`src/source/tilevid_pkg.sv`:
```
package tilevid_pkg;

    // Pixel-enable steps from timer position to mixer output
    localparam int PXL_DLY = 10;

    // Tile ROM address is code * 8 + row
    localparam int ROM_AW = 12;

    typedef struct packed {
        logic [8:0] hdump;
        logic [8:0] vdump;
        logic       lhbl;
        logic       lvbl;
        logic       hs;
        logic       vs;
    } vid_timing_t;

    // Word address, write data and active-low byte lanes
    typedef struct packed {
        logic [10:0] addr;
        logic [15:0] dout;
        logic [ 1:0] dsn;
    } cpu_bus_t;

    typedef union packed {
        logic [15:0] raw;
        struct packed {
            logic       unused;
            logic [4:0] blue;
            logic [4:0] green;
            logic [4:0] red;
        } col;
    } pal_word_u;

    typedef struct packed {
        logic [1:0] spare;
        logic [4:0] color;
        logic [8:0] code;
    } tile_entry_t;

    // Word after a byte-lane write, as the CPU reads it back
    function automatic logic [15:0] byte_merge(
        input logic [15:0] old,
        input logic [15:0] din,
        input logic [ 1:0] dsn
    );
        logic [15:0] w;
        w = old;
        if (!dsn[1]) w[15:8] = din[15:8];
        if (!dsn[0]) w[ 7:0] = din[ 7:0];
        return w;
    endfunction

endpackage

```
`src/source/tilevid_timer.sv`:
```
`timescale 1ns/1ps

module tilevid_timer #(
    parameter int H_ACTIVE = 256,
    parameter int H_TOTAL  = 384,
    parameter int HS_START = 288,
    parameter int HS_LEN   = 32,
    parameter int V_ACTIVE = 224,
    parameter int V_TOTAL  = 262,
    parameter int VS_START = 234,
    parameter int VS_LEN   = 3
)(
    input  logic                     clk,
    input  logic                     rst_n,
    input  logic                     pxl_cen,
    output tilevid_pkg::vid_timing_t timing,
    output logic                     vint
);
    import tilevid_pkg::*;

    vid_timing_t tm;
    logic [8:0]  h_nxt;
    logic [8:0]  v_nxt;
    logic        line_end;

    assign line_end = tm.hdump == 9'(H_TOTAL - 1);

    // Raster position for the next pixel step
    always_comb begin
        h_nxt = line_end ? 9'd0 : tm.hdump + 9'd1;
        v_nxt = tm.vdump;
        if (line_end) begin
            v_nxt = (tm.vdump == 9'(V_TOTAL - 1)) ? 9'd0 : tm.vdump + 9'd1;
        end
    end

    // Flags are derived from the next position so they line up with hdump/vdump
    always_ff @(posedge clk or negedge rst_n) begin
        if (!rst_n) begin
            tm   <= '0;
            vint <= 1'b0;
        end else begin
            vint <= pxl_cen && h_nxt == 9'd0 && v_nxt == 9'(V_ACTIVE);
            if (pxl_cen) begin
                tm.hdump <= h_nxt;
                tm.vdump <= v_nxt;
                tm.lhbl  <= h_nxt < 9'(H_ACTIVE);
                tm.lvbl  <= v_nxt < 9'(V_ACTIVE);
                tm.hs    <= h_nxt >= 9'(HS_START) && h_nxt < 9'(HS_START + HS_LEN);
                tm.vs    <= v_nxt >= 9'(VS_START) && v_nxt < 9'(VS_START + VS_LEN);
            end
        end
    end

    assign timing = tm;

endmodule

```
`config.mk`:
```
export PLATFORM = sky130hd
export DESIGN_NAME = tilevid_timer
export DESIGN_NICKNAME = d
export VERILOG_FILES = /design/src/source/tilevid_pkg.sv /design/src/source/tilevid_timer.sv
export SDC_FILE = /design/constraint.sdc
export NUM_CORES = 1
export LEC_CHECK = 0
export BUFFER_PORTS_ARGS = -buffer_cell sky130_fd_sc_hd__buf_2
export CELL_PAD_IN_SITES_DETAIL_PLACEMENT = 2
export CELL_PAD_IN_SITES_GLOBAL_PLACEMENT = 2
export CORE_UTILIZATION = 34
export CTS_CLUSTER_DIAMETER = 200
export CTS_CLUSTER_SIZE = 24
export DETAILED_ROUTE_END_ITERATION = 16
export GPL_TIMING_DRIVEN = 0
export PLACE_DENSITY = 0.86
export SYNTH_ARGS = -nofsm -noshare
export SYNTH_HDL_FRONTEND = slang
export SYNTH_SLANG_ARGS = --single-unit
```
`constraint.sdc`:
```
create_clock -name clk -period 2.6 [get_ports clk]
set_input_delay 0.52 -clock clk [delete_from_list [all_inputs] [get_ports clk]]
set_output_delay 0.52 -clock clk [all_outputs]
set_load 0.005 [all_outputs]
```
After elaboration in Yosys (flattened, before gate mapping)
Cells that the tools add are included.
{"block": "word_totals", "reg_bits": 23, "out_inout_bits": 23, "word_cells": 26}
{"block": "classes", "addsub": 2, "order_cmp": 6, "n_eq_ne": 3, "n_mux": 3, "reduce_logical": 5}
{"cell": "9-bit two-way mux", "count": 3}
{"cell": "9-bit by 1-bit adder with 9-bit output (second input constant)", "count": 2}
{"cell": "9-bit equality test (second input constant)", "count": 2}
{"cell": "9-bit by 8-bit < comparator with 1-bit output (second input constant)", "count": 2}
{"cell": "9-bit < comparator (second input constant)", "count": 2}
{"cell": "9-bit by 8-bit equality test with 1-bit output (second input constant)", "count": 1}
{"cell": "9-bit by 8-bit >= comparator with 1-bit output (second input constant)", "count": 1}
{"cell": "9-bit >= comparator (second input constant)", "count": 1}
{"cell": "9-bit zero test", "count": 1}
{"cell": "1-bit logical AND", "count": 4}

Depth between registers and ports, before layout
{"block": "depth", "ltp_word": 5, "mapped_depth": 9, "ltp_nobuf": 8}

Worst setup path after synthesis
Ideal clock, no wire load.
{"block": "synth_path", "kind": "register to register", "start": "reg tm (netlist bit timing[13])", "end": "reg tm (netlist bit timing[2])", "arrival_time_ps": 1812, "required_time_ps": 2479, "path_slack_ps": 667, "stages_incl_launch_ff": 9, "path_buffers": 1, "synth_period_minus_slack_ps": 1933, "path_cell_list": "dfrtp_1 > ha_1 > and3_4 > and3_4 > buf_6 > a311oi_2 > a31oi_1 > or2_1 > a22o_1"}
{"block": "synth_between", "elab_chain_cells": 3}
{"item": "from (decl)", "line": "tilevid_timer.sv:21", "source": "vid_timing_t tm;"}
{"item": "9-bit equality test", "line": "tilevid_timer.sv:26", "source": "assign line_end = tm.hdump == 9'(H_TOTAL - 1);"}
{"item": "9-bit two-way mux", "line": "tilevid_timer.sv:32", "source": "if (line_end) begin"}
{"item": "9-bit by 8-bit < comparator with 1-bit output", "line": "tilevid_timer.sv:48", "source": "tm.lvbl <= v_nxt < 9'(V_ACTIVE);"}
Every way passes these cells.
A chain may end at the register's enable or synchronous reset.

Final worst setup path
{"block": "layout_path", "start": "reg tm (netlist bit timing[5])", "end": "reg tm (netlist bit timing[0])"}
{"block": "layout_between", "elab_chain_cells": 5}
{"item": "9-bit by 1-bit adder with 9-bit output or 9-bit equality test (tied branches)", "line": "tilevid_timer.sv:33", "source": "v_nxt = (tm.vdump == 9'(V_TOTAL - 1)) ? 9'd0 : tm.vdump + 9'd1;"}
{"item": "9-bit two-way mux", "line": "tilevid_timer.sv:33"}
{"item": "9-bit two-way mux *", "line": "tilevid_timer.sv:32"}
{"item": "9-bit by 8-bit >= comparator with 1-bit output or 9-bit by 8-bit < comparator with 1-bit output (tied branches)", "line": "tilevid_timer.sv:50", "source": "tm.vs <= v_nxt >= 9'(VS_START) && v_nxt < 9'(VS_START + VS_LEN);"}
{"item": "1-bit logical AND *", "line": "tilevid_timer.sv:50"}
Every way passes the cells marked *; elsewhere a longest branch is shown, timed or not.

==> run summary <==
Cell Pwr Density: 562 nW/um^2
register share of total power: 43.9%
Combinational Power Share: 33.1%
DRC viols: 0
antenna violations before repair: 0
Final setup viols: 0
ANT cells: 0
Internal Pwr Total: 660 uW
post-DR wirelength/cell: 18.5 um
CTS buffer count: 3
Final Max Slew Viols: 0
H-tree Lvls: 1
time the worst path needs with I/O delays and setup: 2.32 ns
critical-path maximum fanout: 9
layout cell share with drive strength beyond 1: 24.0%
Final period util: 89.2%
IO Port Bufs: 24
vias in the first global route: 1,660
DR iter-0 viols: 51
DP HPWL: 3610 um
Syn Inst Count: 180
Syn-to-layout area delta: 14.6%
ys flop type: dfrtp_1
# fillers: 513
post-CTS sizing: 0
Least-Margin Pin Slew: 0.547 ns
row cnt: 24
DRT Wirelength: 4810 um
Worst Skew: 0.00816 ns
outcome: finished, final reports clean
DR pass1 iterations: 4
Die Span Y: 70.2 um
CTS tree: done
WP data arrival: 2.53 ns
first-pass GRT wire length: 8170 um
Startpoint Class: flop
NetSw: 357 uW
via/cell ratio: 5.70
Initial Utilization: 35.8%
Seq cells post-synth: 23
Mapped Nets: 186
area of the multi-input gates: 880 um^2
Max VDD drop: 0.298 mV
Setup Crit Path Kind: reg2reg
setup TNS: 0 ns
YS warnings: 0
clk sinks: 23
core area: 4410 um^2
Slew headroom: 63.6%
Post-CTS Setup Inserts: 0
Final ANT Viol Nets: 0
global route total overflow: 0
post-synthesis cell type count: 50
hold buffers post-CTS: 0
CTS max path bufs: 2
CP endpoint kind: flop
Placer Congestion: 0.812
DIE WIDTH: 70.2 um
Final #Nets: 215
Ports: 26
full die area: 4920 um^2
Fin. Hold Viols: 0
clk_lat worst skew: 0.27 ns
Net Sw Frac: 35.1%
fmax: 431 MHz
Seq/Total Area, Yosys: 36.4%
clock-pin transition on the worst setup and hold timing paths: 0.09 ns
Total GRT Usage: 20.8%
Clock power frac: 22.9%
Required @ worst endpoint: 2.81 ns
Max Cap Viol: 0
HP Class: in2async
post-route cell area: 1810 um^2
Root Driver: clkbuf_8
post-synthesis area per instance: 8.78 um^2
dpl cell area: 1770 um^2
Mapped Area: 1580 um^2
largest net degree at the start of global routing: 24
Pleak: 0.782 nW
RSZ-0062 raised after global routing: false
register area: 576 um^2
Via Count: 1,481
share of flip-flops with an asynchronous set or reset: 100%
number of enable flip-flop cells after synthesis: 0
==> state kept, by name (all words and copies together) (netlist names) <==
register,flops
timing,22
vint,1
==> path summary, 6_finish.rpt <==
kind	from	endpoint	slack, ns	cells after the start
setup / recovery	timing[5]	timing[0]	0.28	9
setup reg to reg	timing[5]	timing[0]	0.28	9
min in group clk	timing[0]	timing[0]	0.50	1
max in group asynchronous	rst_n	timing[20]	2.01	1
hold / removal	rst_n	timing[4]	0.22	1
hold reg to reg	timing[0]	timing[0]	0.50	1
==> power groups by stage <==
stage | clock (mW) | sequential [mW] | combinational, mW
floorplan | 0 | 0.451 | 0.223
global placement | 0 | 0.450 | 0.319
detailed placement | 0 | 0.453 | 0.338
CTS | 0.249 | 0.448 | 0.340
global route | 0.256 | 0.455 | 0.371
finish | 0.234 | 0.447 | 0.337
==> metrics by stage <==
step | std cells | power (mW) | hold slack (ns) | worst slack [ns] | util, %
after global routing | 260 | 1.08 | 0.265 | 0.148 | 41.0
after global placement | 256 | 0.769 | 0.479 | 0.425 | 40.0
after floorplan | 180 | 0.673 | 0.224 | 0.667 | -
after detailed placement | 256 | 0.791 | 0.486 | 0.335 | 40.0
after CTS | 260 | 1.04 | 0.249 | 0.279 | 41.0
final | 260 | 1.02 | 0.222 | 0.280 | 41.0
==> critical path, stage by stage, from the launching register on <==
cell and delay, ns:
dfrtp_1 0.38, clkbuf_1 0.30, inv_1 0.15, ha_1 0.20, and4_1 0.15, buf_4 0.16
nor4b_1 0.30, a31oi_1 0.09, a21boi_0 0.30, a32o_1 0.21
==> metal layers <==
metal	track usage (%)	share of wire, %	vias up
met1	25.0	45	748
met2	38.7	52	26
li1	-	-	701
met3	2.45	1.8	6
met5	0	0	-
met4	5.78	1.1	0
==> placed cells by master (no fill, tap or decap), drive strengths merged, types with 2 or more instances in the layout <==
cell    instances
a21o            2
inv             6
o21ai          14
a21oi           9
nor2           12
buf            36
or3             4
nand2          21
nand3           9
a31oi           5
xor2            2
or2             2
nand2b          2
a32o            2
and3            4
dfrtp          23
nor4b           2
xnor2           5
o31ai           4
nor2b           3
nor3            6
nand4           3
mux2            3
clkbuf          7
a21boi          2
mux2i           3
ha              3
o311a           2
==> synth_stat cells (3+ instances only) <==
cell | number | area share (%)
a21oi_1 | 9 | 2.9
a31oi_1 | 5 | 2.0
and3_4 | 3 | 2.1
buf_2 | 4 | 1.3
buf_4 | 3 | 1.4
buf_6 | 4 | 2.9
clkbuf_1 | 3 | 0.71
dfrtp_1 | 23 | 36
ha_1 | 3 | 2.4
inv_1 | 6 | 1.4
mux2_2 | 3 | 2.1
mux2i_1 | 3 | 1.9
nand2_1 | 20 | 4.8
nand3_1 | 8 | 2.5
nand4_1 | 3 | 1.2
nor2_1 | 12 | 2.9
nor2b_1 | 3 | 1.2
nor3_1 | 5 | 1.6
o21ai_0 | 12 | 3.8
o31ai_1 | 4 | 1.9
or3_1 | 4 | 1.6
xnor2_1 | 5 | 2.8
==> logic make-up after synthesis <==
logic type      synth area share (%)
simple gates                    25.1
compound gates                  20.3
flops                           36.4
mux                             4.04
xor+xnor                        3.88
buf+inv                         7.92
fa+ha+maj                       2.38
==> final cells by class <==
cell class / instances / share of cell area, %
inverter: 6 / 1.24
tap: 52 / 3.59
multi-input combinational: 136 / 48.6
clock buffer: 4 / 2.49
buffer: 15 / 5.67
timing repair buffer: 24 / 6.63
sequential: 23 / 31.8
No activity file was read; power rests on OpenSTA's default activity.
