==> config.mk <==
export PLATFORM = sky130hd
export DESIGN_NAME = tilevid_mmr
export DESIGN_NICKNAME = d
export VERILOG_FILES = /design/src/source/tilevid_pkg.sv /design/src/source/tilevid_mmr.sv
export SDC_FILE = /design/constraint.sdc
export NUM_CORES = 1
export LEC_CHECK = 0
export BUFFER_PORTS_ARGS = -buffer_cell sky130_fd_sc_hd__buf_2
export CAP_MARGIN = 20
export CORE_ASPECT_RATIO = 0.5
export CORE_UTILIZATION = 30
export CTS_CLUSTER_DIAMETER = 80
export DETAILED_ROUTE_END_ITERATION = 6
export GPL_TIMING_DRIVEN = 0
export MAX_ROUTING_LAYER = met4
export PLACE_DENSITY = 0.67
export SLEW_MARGIN = 20
export SYNTH_ARGS = -nofsm -noshare
export SYNTH_HDL_FRONTEND = slang
export SYNTH_SLANG_ARGS = --single-unit
==> constraint.sdc <==
create_clock -name clk -period 2.2 [get_ports clk]
set_input_delay 0.33 -clock clk [delete_from_list [all_inputs] [get_ports clk]]
set_output_delay 0.33 -clock clk [all_outputs]
set_load 0.01 [all_outputs]
==> src/source/tilevid_pkg.sv <==
package tilevid_pkg;

    // Pixel-enable steps from timer position to mixer output
    localparam int PXL_DLY = 10;

    // Tile ROM address is code * 8 + row
    localparam int ROM_AW = 12;

    typedef struct packed {
        logic [8:0] hdump;
        logic [8:0] vdump;
        logic       lhbl;
        logic       lvbl;
        logic       hs;
        logic       vs;
    } vid_timing_t;

    // Word address, write data and active-low byte lanes
    typedef struct packed {
        logic [10:0] addr;
        logic [15:0] dout;
        logic [ 1:0] dsn;
    } cpu_bus_t;

    typedef union packed {
        logic [15:0] raw;
        struct packed {
            logic       unused;
            logic [4:0] blue;
            logic [4:0] green;
            logic [4:0] red;
        } col;
    } pal_word_u;

    typedef struct packed {
        logic [1:0] spare;
        logic [4:0] color;
        logic [8:0] code;
    } tile_entry_t;

    // Word after a byte-lane write, as the CPU reads it back
    function automatic logic [15:0] byte_merge(
        input logic [15:0] old,
        input logic [15:0] din,
        input logic [ 1:0] dsn
    );
        logic [15:0] w;
        w = old;
        if (!dsn[1]) w[15:8] = din[15:8];
        if (!dsn[0]) w[ 7:0] = din[ 7:0];
        return w;
    endfunction

endpackage

==> src/source/tilevid_mmr.sv <==
`timescale 1ns/1ps

module tilevid_mmr (
    input  logic                  clk,
    input  logic                  rst_n,
    input  logic                  mmr_cs,
    input  tilevid_pkg::cpu_bus_t cpu,
    output logic [15:0]           mmr_dout,
    output logic [ 8:0]           hscroll,
    output logic [ 7:0]           vscroll,
    output logic                  layer_en
);
    import tilevid_pkg::*;

    logic [15:0] cur;
    logic [15:0] wr;
    logic [15:0] rd_nxt;

    // Current word, merged write data and the value it reads back as
    always_comb begin
        case (cpu.addr[1:0])
            2'd0:    cur = {7'd0, hscroll};
            2'd1:    cur = {8'd0, vscroll};
            2'd2:    cur = {15'd0, layer_en};
            default: cur = 16'd0;
        endcase
        wr = byte_merge(cur, cpu.dout, cpu.dsn);
        case (cpu.addr[1:0])
            2'd0:    rd_nxt = {7'd0, wr[8:0]};
            2'd1:    rd_nxt = {8'd0, wr[7:0]};
            2'd2:    rd_nxt = {15'd0, wr[0]};
            default: rd_nxt = 16'd0;
        endcase
    end

    always_ff @(posedge clk or negedge rst_n) begin
        if (!rst_n) begin
            hscroll  <= 9'd0;
            vscroll  <= 8'd0;
            layer_en <= 1'b1;
        end else if (mmr_cs) begin
            case (cpu.addr[1:0])
                2'd0:    hscroll  <= wr[8:0];
                2'd1:    vscroll  <= wr[7:0];
                2'd2:    layer_en <= wr[0];
                default: ;
            endcase
        end
    end

    always_ff @(posedge clk) begin
        if (mmr_cs) mmr_dout <= rd_nxt;
    end

endmodule

Word-level counts from Yosys, hierarchy flattened. Cells that the tools add are included.

Bits in registers: 34. Input bits: 32. Output and inout bits: 34. Logic and storage cells: 14.

Eq/ne operators: 2. Muxes and demuxes: 4. Reduce and logical (&&, ||, !) cells: 4.

Operators by type and width (number): 9-bit case mux with 3 select lines (1); 9-bit case mux with 2 select lines (1); 8-bit 2-to-1 mux (1); 2-bit AND reduction (3); 2-bit by 1-bit == test with 1-bit output, second input constant (1); 2-bit == test, second input constant (1); 2-bit logical NOT (1); 1-bit 2-to-1 mux (1).

Longest topological paths before layout. Gate-level depths: netlist (run 1).

Depth after elaboration: 4. Gate-level depth with buffers: 7. Mapped depth without buffers: 5.

Least setup slack after synthesis (run 1). No wires, ideal clock.

Kind: input -> register. Start: input cpu[18] in the netlist's numbering. End: register mmr_dout[0] (data pin). Setup time: 0.149 ns. Arrival time: 1.324 ns. Required time: 2.051 ns. Slack: 0.726 ns. Cell stages on the path: 6. Buffers on the path: 2. Cell sequence: inv_1 ha_1 buf_4 buf_6 a311oi_2 nor3b_2.

Word-level cells in the longest chain between the ends: 4. Elaborated cells on any way between the ends: 6. Classes of those cells: 2 x eq/ne; 3 x mux; 1 x reduce/logical.

RTL lines: from (decl) (line tilevid_mmr.sv:7) `input tilevid_pkg::cpu_bus_t cpu,`; 2-bit == test or 2-bit by 1-bit == test with 1-bit output (tied branches) (line tilevid_mmr.sv:21, tilevid_mmr.sv:28); 9-bit case mux with 2 select lines (line tilevid_mmr.sv:21) `case (cpu.addr[1:0])`; 8-bit 2-to-1 mux (line tilevid_pkg.sv:50) `if (!dsn[0]) w[ 7:0] = din[ 7:0];`; 9-bit case mux with 3 select lines * (line tilevid_mmr.sv:28) `case (cpu.addr[1:0])`; named net rd_nxt[0] (line tilevid_mmr.sv:17) `logic [15:0] rd_nxt;`; to (signal assigned) (line tilevid_mmr.sv:52) `if (mmr_cs) mmr_dout <= rd_nxt;`; to (decl) (line tilevid_mmr.sv:8) `output logic [15:0] mmr_dout,`.

Mark *: on every way through the listed nets, which the timed path passes. The rest lies on a longest branch. A chain may end at the register's enable or synchronous reset.

Final worst setup path (run 1).
Start: input cpu[18] in the netlist's numbering. End: register mmr_dout[6] (data pin).

Same word-level chain as after synthesis.

==> results of run 1 <==
## area by class of cell
cell class,instances,area share
buffer,11,0.05004
clock buffer,4,0.02573
inverter,2,0.004289
multi-input combinational,82,0.3438
sequential,27,0.4124
tap,57,0.04074
timing repair buffer,42,0.1229
## flip-flops by register name, summed over array words and instances (netlist names)
register,count
hscroll,9
layer_en,1
mmr_dout,9
vscroll,8
## how the worst max path moves through the flow
stage / to / slack [ns] / startpoint / cells past startpoint
finish: mmr_dout[6] / 0.57 / cpu[18] / 8
global placement: mmr_dout[7] / 0.39 / cpu[18] / 8
floorplan: mmr_dout[0] / 0.73 / cpu[18] / 6
detailed placement: mmr_dout[6] / 0.30 / cpu[18] / 8
CTS: mmr_dout[6] / 0.58 / cpu[18] / 8
global route: mmr_dout[7] / 0.49 / cpu[19] / 8
## cells in the final DEF, fill, tap and decap left out
master / Yosys / layout
buf_2: 1 / 42
dfrtp_1: 17 / 17
mux2_2: 13 / 13
edfxtp_1: 9 / 9
buf_4: 8 / 8
nand2b_1: 8 / 8
nor2_1: 8 / 8
nor2b_1: 8 / 8
nand3_1: 7 / 7
a31oi_1: 7 / 7
conb_1: 1 / 7
ha_1: 5 / 5
nand2_1: 4 / 4
mux2_1: 4 / 4
o21ai_0: 3 / 3
clkbuf_8: 0 / 3
inv_1: 2 / 2
buf_6: 2 / 2
nor3b_2: 2 / 2
o21bai_1: 1 / 1
and3b_1: 1 / 1
nor3_1: 1 / 1
a22oi_1: 1 / 1
nand2b_4: 1 / 1
a311oi_2: 1 / 1
clkbuf_1: 0 / 1
dlygate4sd3_1: 0 / 1
dfstp_2: 1 / 1
## stage by stage
stage,cells,power (mW)
finish,225,1.360
global route,225,1.454
CTS,225,1.377
detailed placement,220,1.102
global placement,220,1.092
floorplan,122,0.9325
## critical path: stages
cell	delay, ns
buf_2	0.11
inv_1	0.06
ha_1	0.28
buf_4	0.17
buf_6	0.15
nand3_1	0.07
a31oi_1	0.36
nor2b_1	0.21
## cell families (layout without fill, tap and decap cells)
family,count (synthesis),after routing,share of synthesized area
AOI/OAI and AO/OA,13,13,0.06362
adders and majority gates,5,5,0.04480
buffers and inverters,13,59,0.06810
DFF,27,27,0.5170
muxes,17,17,0.1371
other,1,7,0.002686
and+or+nand+nor,40,40,0.1667
## cells in the mapped netlist (2+ instances only)
| master | instances | area (µm²) |
|---|---|---|
| nand2_1 | 4 | 15.01 |
| nor2_1 | 8 | 30.03 |
| nor2b_1 | 8 | 50.05 |
| mux2_1 | 4 | 45.04 |
| buf_4 | 8 | 60.06 |
| nor3b_2 | 2 | 25.02 |
| mux2_2 | 13 | 146.4 |
| ha_1 | 5 | 62.56 |
| nand2b_1 | 8 | 50.05 |
| o21ai_0 | 3 | 15.01 |
| dfrtp_1 | 17 | 425.4 |
| a31oi_1 | 7 | 43.79 |
| buf_6 | 2 | 22.52 |
| nand3_1 | 7 | 35.03 |
| edfxtp_1 | 9 | 270.3 |
| inv_1 | 2 | 7.510 |
## power by group through the flow
stage / combinational, mW / clock (mW) / sequential (mW)
detailed placement: 0.398 / 0 / 0.705
floorplan: 0.183 / 0 / 0.749
CTS: 0.400 / 0.283 / 0.694
global route: 0.440 / 0.304 / 0.710
global placement: 0.391 / 0 / 0.701
finish: 0.394 / 0.271 / 0.694
## routing by layer
metal / GRT usage / vias up / wire [µm]
met3: 0.03482 / 0 / 143
met2: 0.2394 / 23 / 1464
met4: 0.02488 / 0 / 0
met1: 0.1491 / 479 / 1176
met5: - / - / 0
li1: - / 497 / -
==> summary.md, run 1 <==
| Metric | Value |
|---|---|
| Outcome | complete, but fails checks |
| Failing checks | design-rule violations |
| RD Place Congestion | 0.7313 |
| H-tree depth | 1 |
| Sum Neg Setup Slack | 0 ns |
| Max clock buf depth | 2 |
| Die Ht | 50.24 µm |
| Crit path required time | 2.32 ns |
| Ant diodes | 0 |
| Final WS setup | 0.5736 ns |
| Row count | 17 |
| Syn_area_per_cell | 12.04 µm² |
| Die width | 98.48 µm |
| CTS sink count | 27 |
| CP Class | in -> reg |
| Worst vdd ir | between 0.2 and 0.25 mV |
| Layout cells sized above 1 | 0.4345 |
| Vias in the first global route | around 1.1k |
| Cts-stage hold buffer count | 1 |
| Final Hold Fails | 0 |
| Top_reg_cell synth | dfrtp_1 |
| Fin crit share | 0.7393 |
| Worst endpoint data arrival time | 1.75 ns |
| #FFs+latches synth | 27 |
| Core area | 4424 µm² |
| Root buf cell | clkbuf_8 |
| Die Area | 4948 µm² |
| Slew Viols, Final | 0 |
| Final core occ | 0.3956 |
| Sequential cell area | 721.9 µm² |
| Post-Route WL | about 2800 µm |
| Final setup viols | 0 |
| Startpoint types | input port |
| Clock power frac | 0.199 |
| RSZ-0062 raised after global routing | no |
| Starting DRC count in detailed routing | 39 |
| Seq/Total Area, Yosys | 0.5170 |
| Gr usage total | 0.1314 |
| Comb pwr share | 0.290 |
| Design area | 1750 µm² |
| Largest net degree at the start of global routing | 19 |
| DRC viols | 2 |
| DR vias/cell | 4.440 |
| YS warnings | 0 |
| Max Fclk | 614.9 MHz |
| P_sw | 0.4062 mW |
| Setup Slack @ Placement | 0.3000 ns |
| Starting Density | 0.3156 |
| Hold path startpoint | cpu[10] |
| Grt total ovfl | 0 |
| CTS buffer count | 3 |
| Worst Hold Class | in -> reg |
| Clk_lat worst skew | between 0.2 and 0.3 ns |
| Worst reg2reg startpoint | layer_en |
| Post-CTS setup buffers | 0 |
| Crit. End Element | flop |
| DR vias | 999 |
| Area Growth Syn to Fin | 25.36% |
| Maxcap violations | 0 |
| Hold path depth | 3 |
| Drt wl/cell | 12.37 µm |
| # resized after CTS | 0 |
| Detailed-router iteration count before antenna repair | 6 |
| Worst-path clk slew | 0.08 ns |
| Power Dens Cells | about 780 nW/µm² |
| Num ports | 66 |
| Post-route ant nets | 0 |
| Port Buffers | 41 |
| Seq pwr share | 0.510 |
| Post-Syn Area | about 1400 µm² |
| Multi-input logic area | 601.8 µm² |
| Fin nets | 206 |
| RR Endpoint | mmr_dout[0] |
| Initial antenna violation count | 0 |
| Leakage power | about 0.81 nW |
| Minimum clock period | 1.626 ns |
| Post-Syn Instances | 116 |
| Sw Share | 0.2988 |
| Critical path peak fanout | 10 |
| Worst Reg2Reg Path Length in Cells | 3 |
| Ys async rst share | 0.6667 |
| EDFF count, synth | 9 |
| Synth cell types | 25 |
| Int Power | 0.9534 mW |
| TritonCTS clock tree | done |
| Layout fillers | 452 |
| Dpl cell area | between 1500 and 2000 µm² |
| Worst Clk Skew | ~0.0013 ns |
| Final HPWL DP | around 2200 µm |
| R2R Setup Slk | 0.84 ns |
| Worst hold endpoint | hscroll[8] |
| Worst hold margin | 0.3715 ns |
| First-pass GRT wire length | 4940 µm |
No activity file was read; power rests on OpenSTA's default activity.
==> inputs of run 2 (changes only) <==
Settings changed: PLACE_DENSITY 0.67 to 0.69.
Clock period 2.2 ns to 1.3 ns, I/O delays scaled along.
==> run 2 against run 1 <==
  * The flow finishes with violations (negative setup slack)
  * First-iteration DRC count decreased by 36%
  * Global-route usage decreased by 1.1 points
  * Clock power increased by 77%
  * Sequential share of layout area decreased by 1.6 points
  * Sequential power increased by 69%
==> summary.md, run 2 (synthesis gave the netlist of run 1 again) <==
| Metric | Value |
|---|---|
| Vias in the first global route | 957 (was 1,067) |
| Minimum clock period | between 1 and 1.5 ns |
| Leakage power | 0.8129 nW (was 0.8122 nW) |
| Slowest CP cell | dfstp_2 (was a31oi_1) |
| Die width | 98.48 µm (unchanged) |
| Starting DRC count in detailed routing | 25 (was 39) |
| Die Ht | 50.24 µm (unchanged) |
| Fin crit share | 1.029 |
| Worst hold endpoint | hscroll[8] (unchanged) |
| Clk_lat worst skew | 0.27 ns (about the same) |
| Grt total ovfl | 0 (unchanged) |
| Row count | 17 (unchanged) |
| Crit. End Element | flop (unchanged) |
| Gr usage total | 0.1205 (was 0.1314) |
| Max Fclk | between 700 and 800 MHz |
| Worst Reg2Reg Path Length in Cells | 3 (unchanged) |
| CTS sink count | 27 (unchanged) |
| H-tree depth | 1 (unchanged) |
| Starting Density | 0.3156 (unchanged) |
| Worst-path clk slew | 0.09 ns (was 0.08 ns) |
| Port Buffers | 41 (unchanged) |
| CP max stage delay | 0.55 ns (was 0.36 ns) |
| Failing checks | negative setup slack (was design-rule violations) |
| DRC viols | 0 (was 2) |
| Final Hold Fails | 0 (unchanged) |
| Grt met1 use | 0.1341 (was 0.1491) |
| Num ports | 66 (unchanged) |
| CP Cell Sequence | a22oi_2 > a311oi_2 > nor3b_2 (was buf_2 > inv_1 > ha_1 > buf_4 > buf_6 > nand3_1 > a31oi_1 > nor2b_1) |
| Worst Hold Class | in -> reg (unchanged) |
| Detailed-router iteration count before antenna repair | 6 (unchanged) |
| Hold path startpoint | cpu[10] (unchanged) |
| R2R Setup Slk | -0.04 ns (was 0.84 ns) |
| M2 GR Usage | 0.2160 (was 0.2394) |
| Power Dens Cells | 1296 nW/µm² (was 776.7 nW/µm²) |
| Area Growth Syn to Fin | 30.47% (was 25.36%) |
| DR vias | 992 (was 999) |
| Largest net degree at the start of global routing | 19 (unchanged) |
| CTS buffer count | 3 (unchanged) |
| Layout cells sized above 1 | 0.4850 (was 0.4345) |
| Initial antenna violation count | 0 (unchanged) |
| Worst hold margin | 0.2039 ns (was 0.3715 ns) |
| Final core occ | 0.4118 (was 0.3956) |
| Met3 Use GR | 0.03203 (was 0.03482) |
| Max clock buf depth | 2 (unchanged) |
| Final HPWL DP | 2083 µm (was 2172 µm) |
| Placed Cells | 220 (unchanged) |
| Outcome | complete, but fails checks (unchanged) |
| Maxcap violations | 0 (unchanged) |
| Slew Viols, Final | 0 (unchanged) |
| Final setup viols | 1 (was 0) |
| Ant diodes | 0 (unchanged) |
| Setup Slack @ Placement | -0.3516 ns (was 0.3000 ns) |
| First-pass GRT wire length | 4388 µm (was 4940 µm) |
| Startpoint types | flop (was input port) |
| RSZ-0062 raised after global routing | yes (was no) |
| Worst Clk Skew | 0.002091 ns (was 0.001259 ns) |
| RR Endpoint | mmr_dout[0] (unchanged) |
| Leading cell type in the layout, fill and taps excluded | buf_2 (unchanged) |
| Fin nets | 205 (was 206) |
| CP Class | reg -> reg (was in -> reg) |
| RD Place Congestion | 0.8013 (was 0.7313) |
| Critical path peak fanout | 4 (was 10) |
| Crit path required time | 1.42 ns (was 2.32 ns) |
| Most used routing layer in global routing | met2 (unchanged) |
| DR vias/cell | 4.429 (was 4.440) |
| Drt wl/cell | 12.50 µm (was 12.37 µm) |
| Commonest non-fill, non-tap cells in the layout | buf_2 (42), dfrtp_1 (17), mux2_2 (13) (unchanged) |
| Post-Route WL | 2800 µm (was 2783 µm) |
| Post-route ant nets | 0 (unchanged) |
| Final WS setup | -0.03733 ns (was 0.5736 ns) |
| Hold path depth | 3 (unchanged) |
| Worst endpoint data arrival time | 1.46 ns (was 1.75 ns) |
| Core area | 4424 µm² (unchanged) |
| Root buf cell | clkbuf_8 (unchanged) |
| Biggest regs | hscroll (9), mmr_dout (9), vscroll (8) (unchanged) |
| Die Area | 4948 µm² (unchanged) |
| Worst reg2reg startpoint | layer_en (unchanged) |
| TritonCTS clock tree | done (unchanged) |
| Worst vdd ir | 0.4716 mV (was 0.2281 mV) |
| Final std cells w/o fill | 224 (was 225) |
run 2: report_power, final:
group,switching (mW),internal (mW)
logic,0.355,0.352
clock network,0.261,0.220
registers,0.111,1.06
total,0.727,1.63
run 2: metal layers:
metal  vias to the layer above  wire length [µm]
li1                        491                 -
met1                       482              1281
met2                        17              1396
met3                         2                93
met4                         0                28
met5                         -                 0
run 2: worst max-delay path: cells and delay by family, from the launching register on:
kind	cells	cell delay [ns]
simple gates	1	0.23
compound gates	2	0.41
flops	1	0.55
run 2: what timing repair did:
item                                   4_1_cts  5_1_grt
buffers inserted                             0        0
hold buffers                                 1        0
endpoints found under the hold margin       17        0
gates resized for setup                      4        5
setup endpoints to repair                    7        7
cloned                                       0        0
pin swaps                                    3        0
run 2: worst max path at each step:
| stage | start | endpoint |
|---|---|---|
| after floorplan | cpu[19] | mmr_dout[0] |
| after global placement | cpu[18] | mmr_dout[7] |
| after detailed placement | cpu[19] | mmr_dout[2] |
| after CTS | layer_en | mmr_dout[0] |
| after global routing | layer_en | mmr_dout[0] |
| final | layer_en | mmr_dout[0] |
run 2: metrics by stage:
| step | area (µm²) | TNS (ns) | power (mW) |
|---|---|---|---|
| finish | 1822 | -0.03733 | 2.360 |
| global route | 1822 | -0.09258 | 2.497 |
| CTS | 1783 | -0.01216 | 2.359 |
| detailed placement | 1719 | -6.715 | 1.872 |
| global placement | 1719 | -6.149 | 1.854 |
| floorplan | 1443 | 0 | 1.587 |
run 2: area by class of cell:
cell class | count | area (µm²)
inverter | 2 | 15.01
tap | 57 | 71.32
fill | 425 | 2603
sequential | 27 | 721.9
buffer | 10 | 80.08
clock buffer | 4 | 45.04
multi-input combinational | 82 | 673.1
timing repair buffer | 42 | 215.2
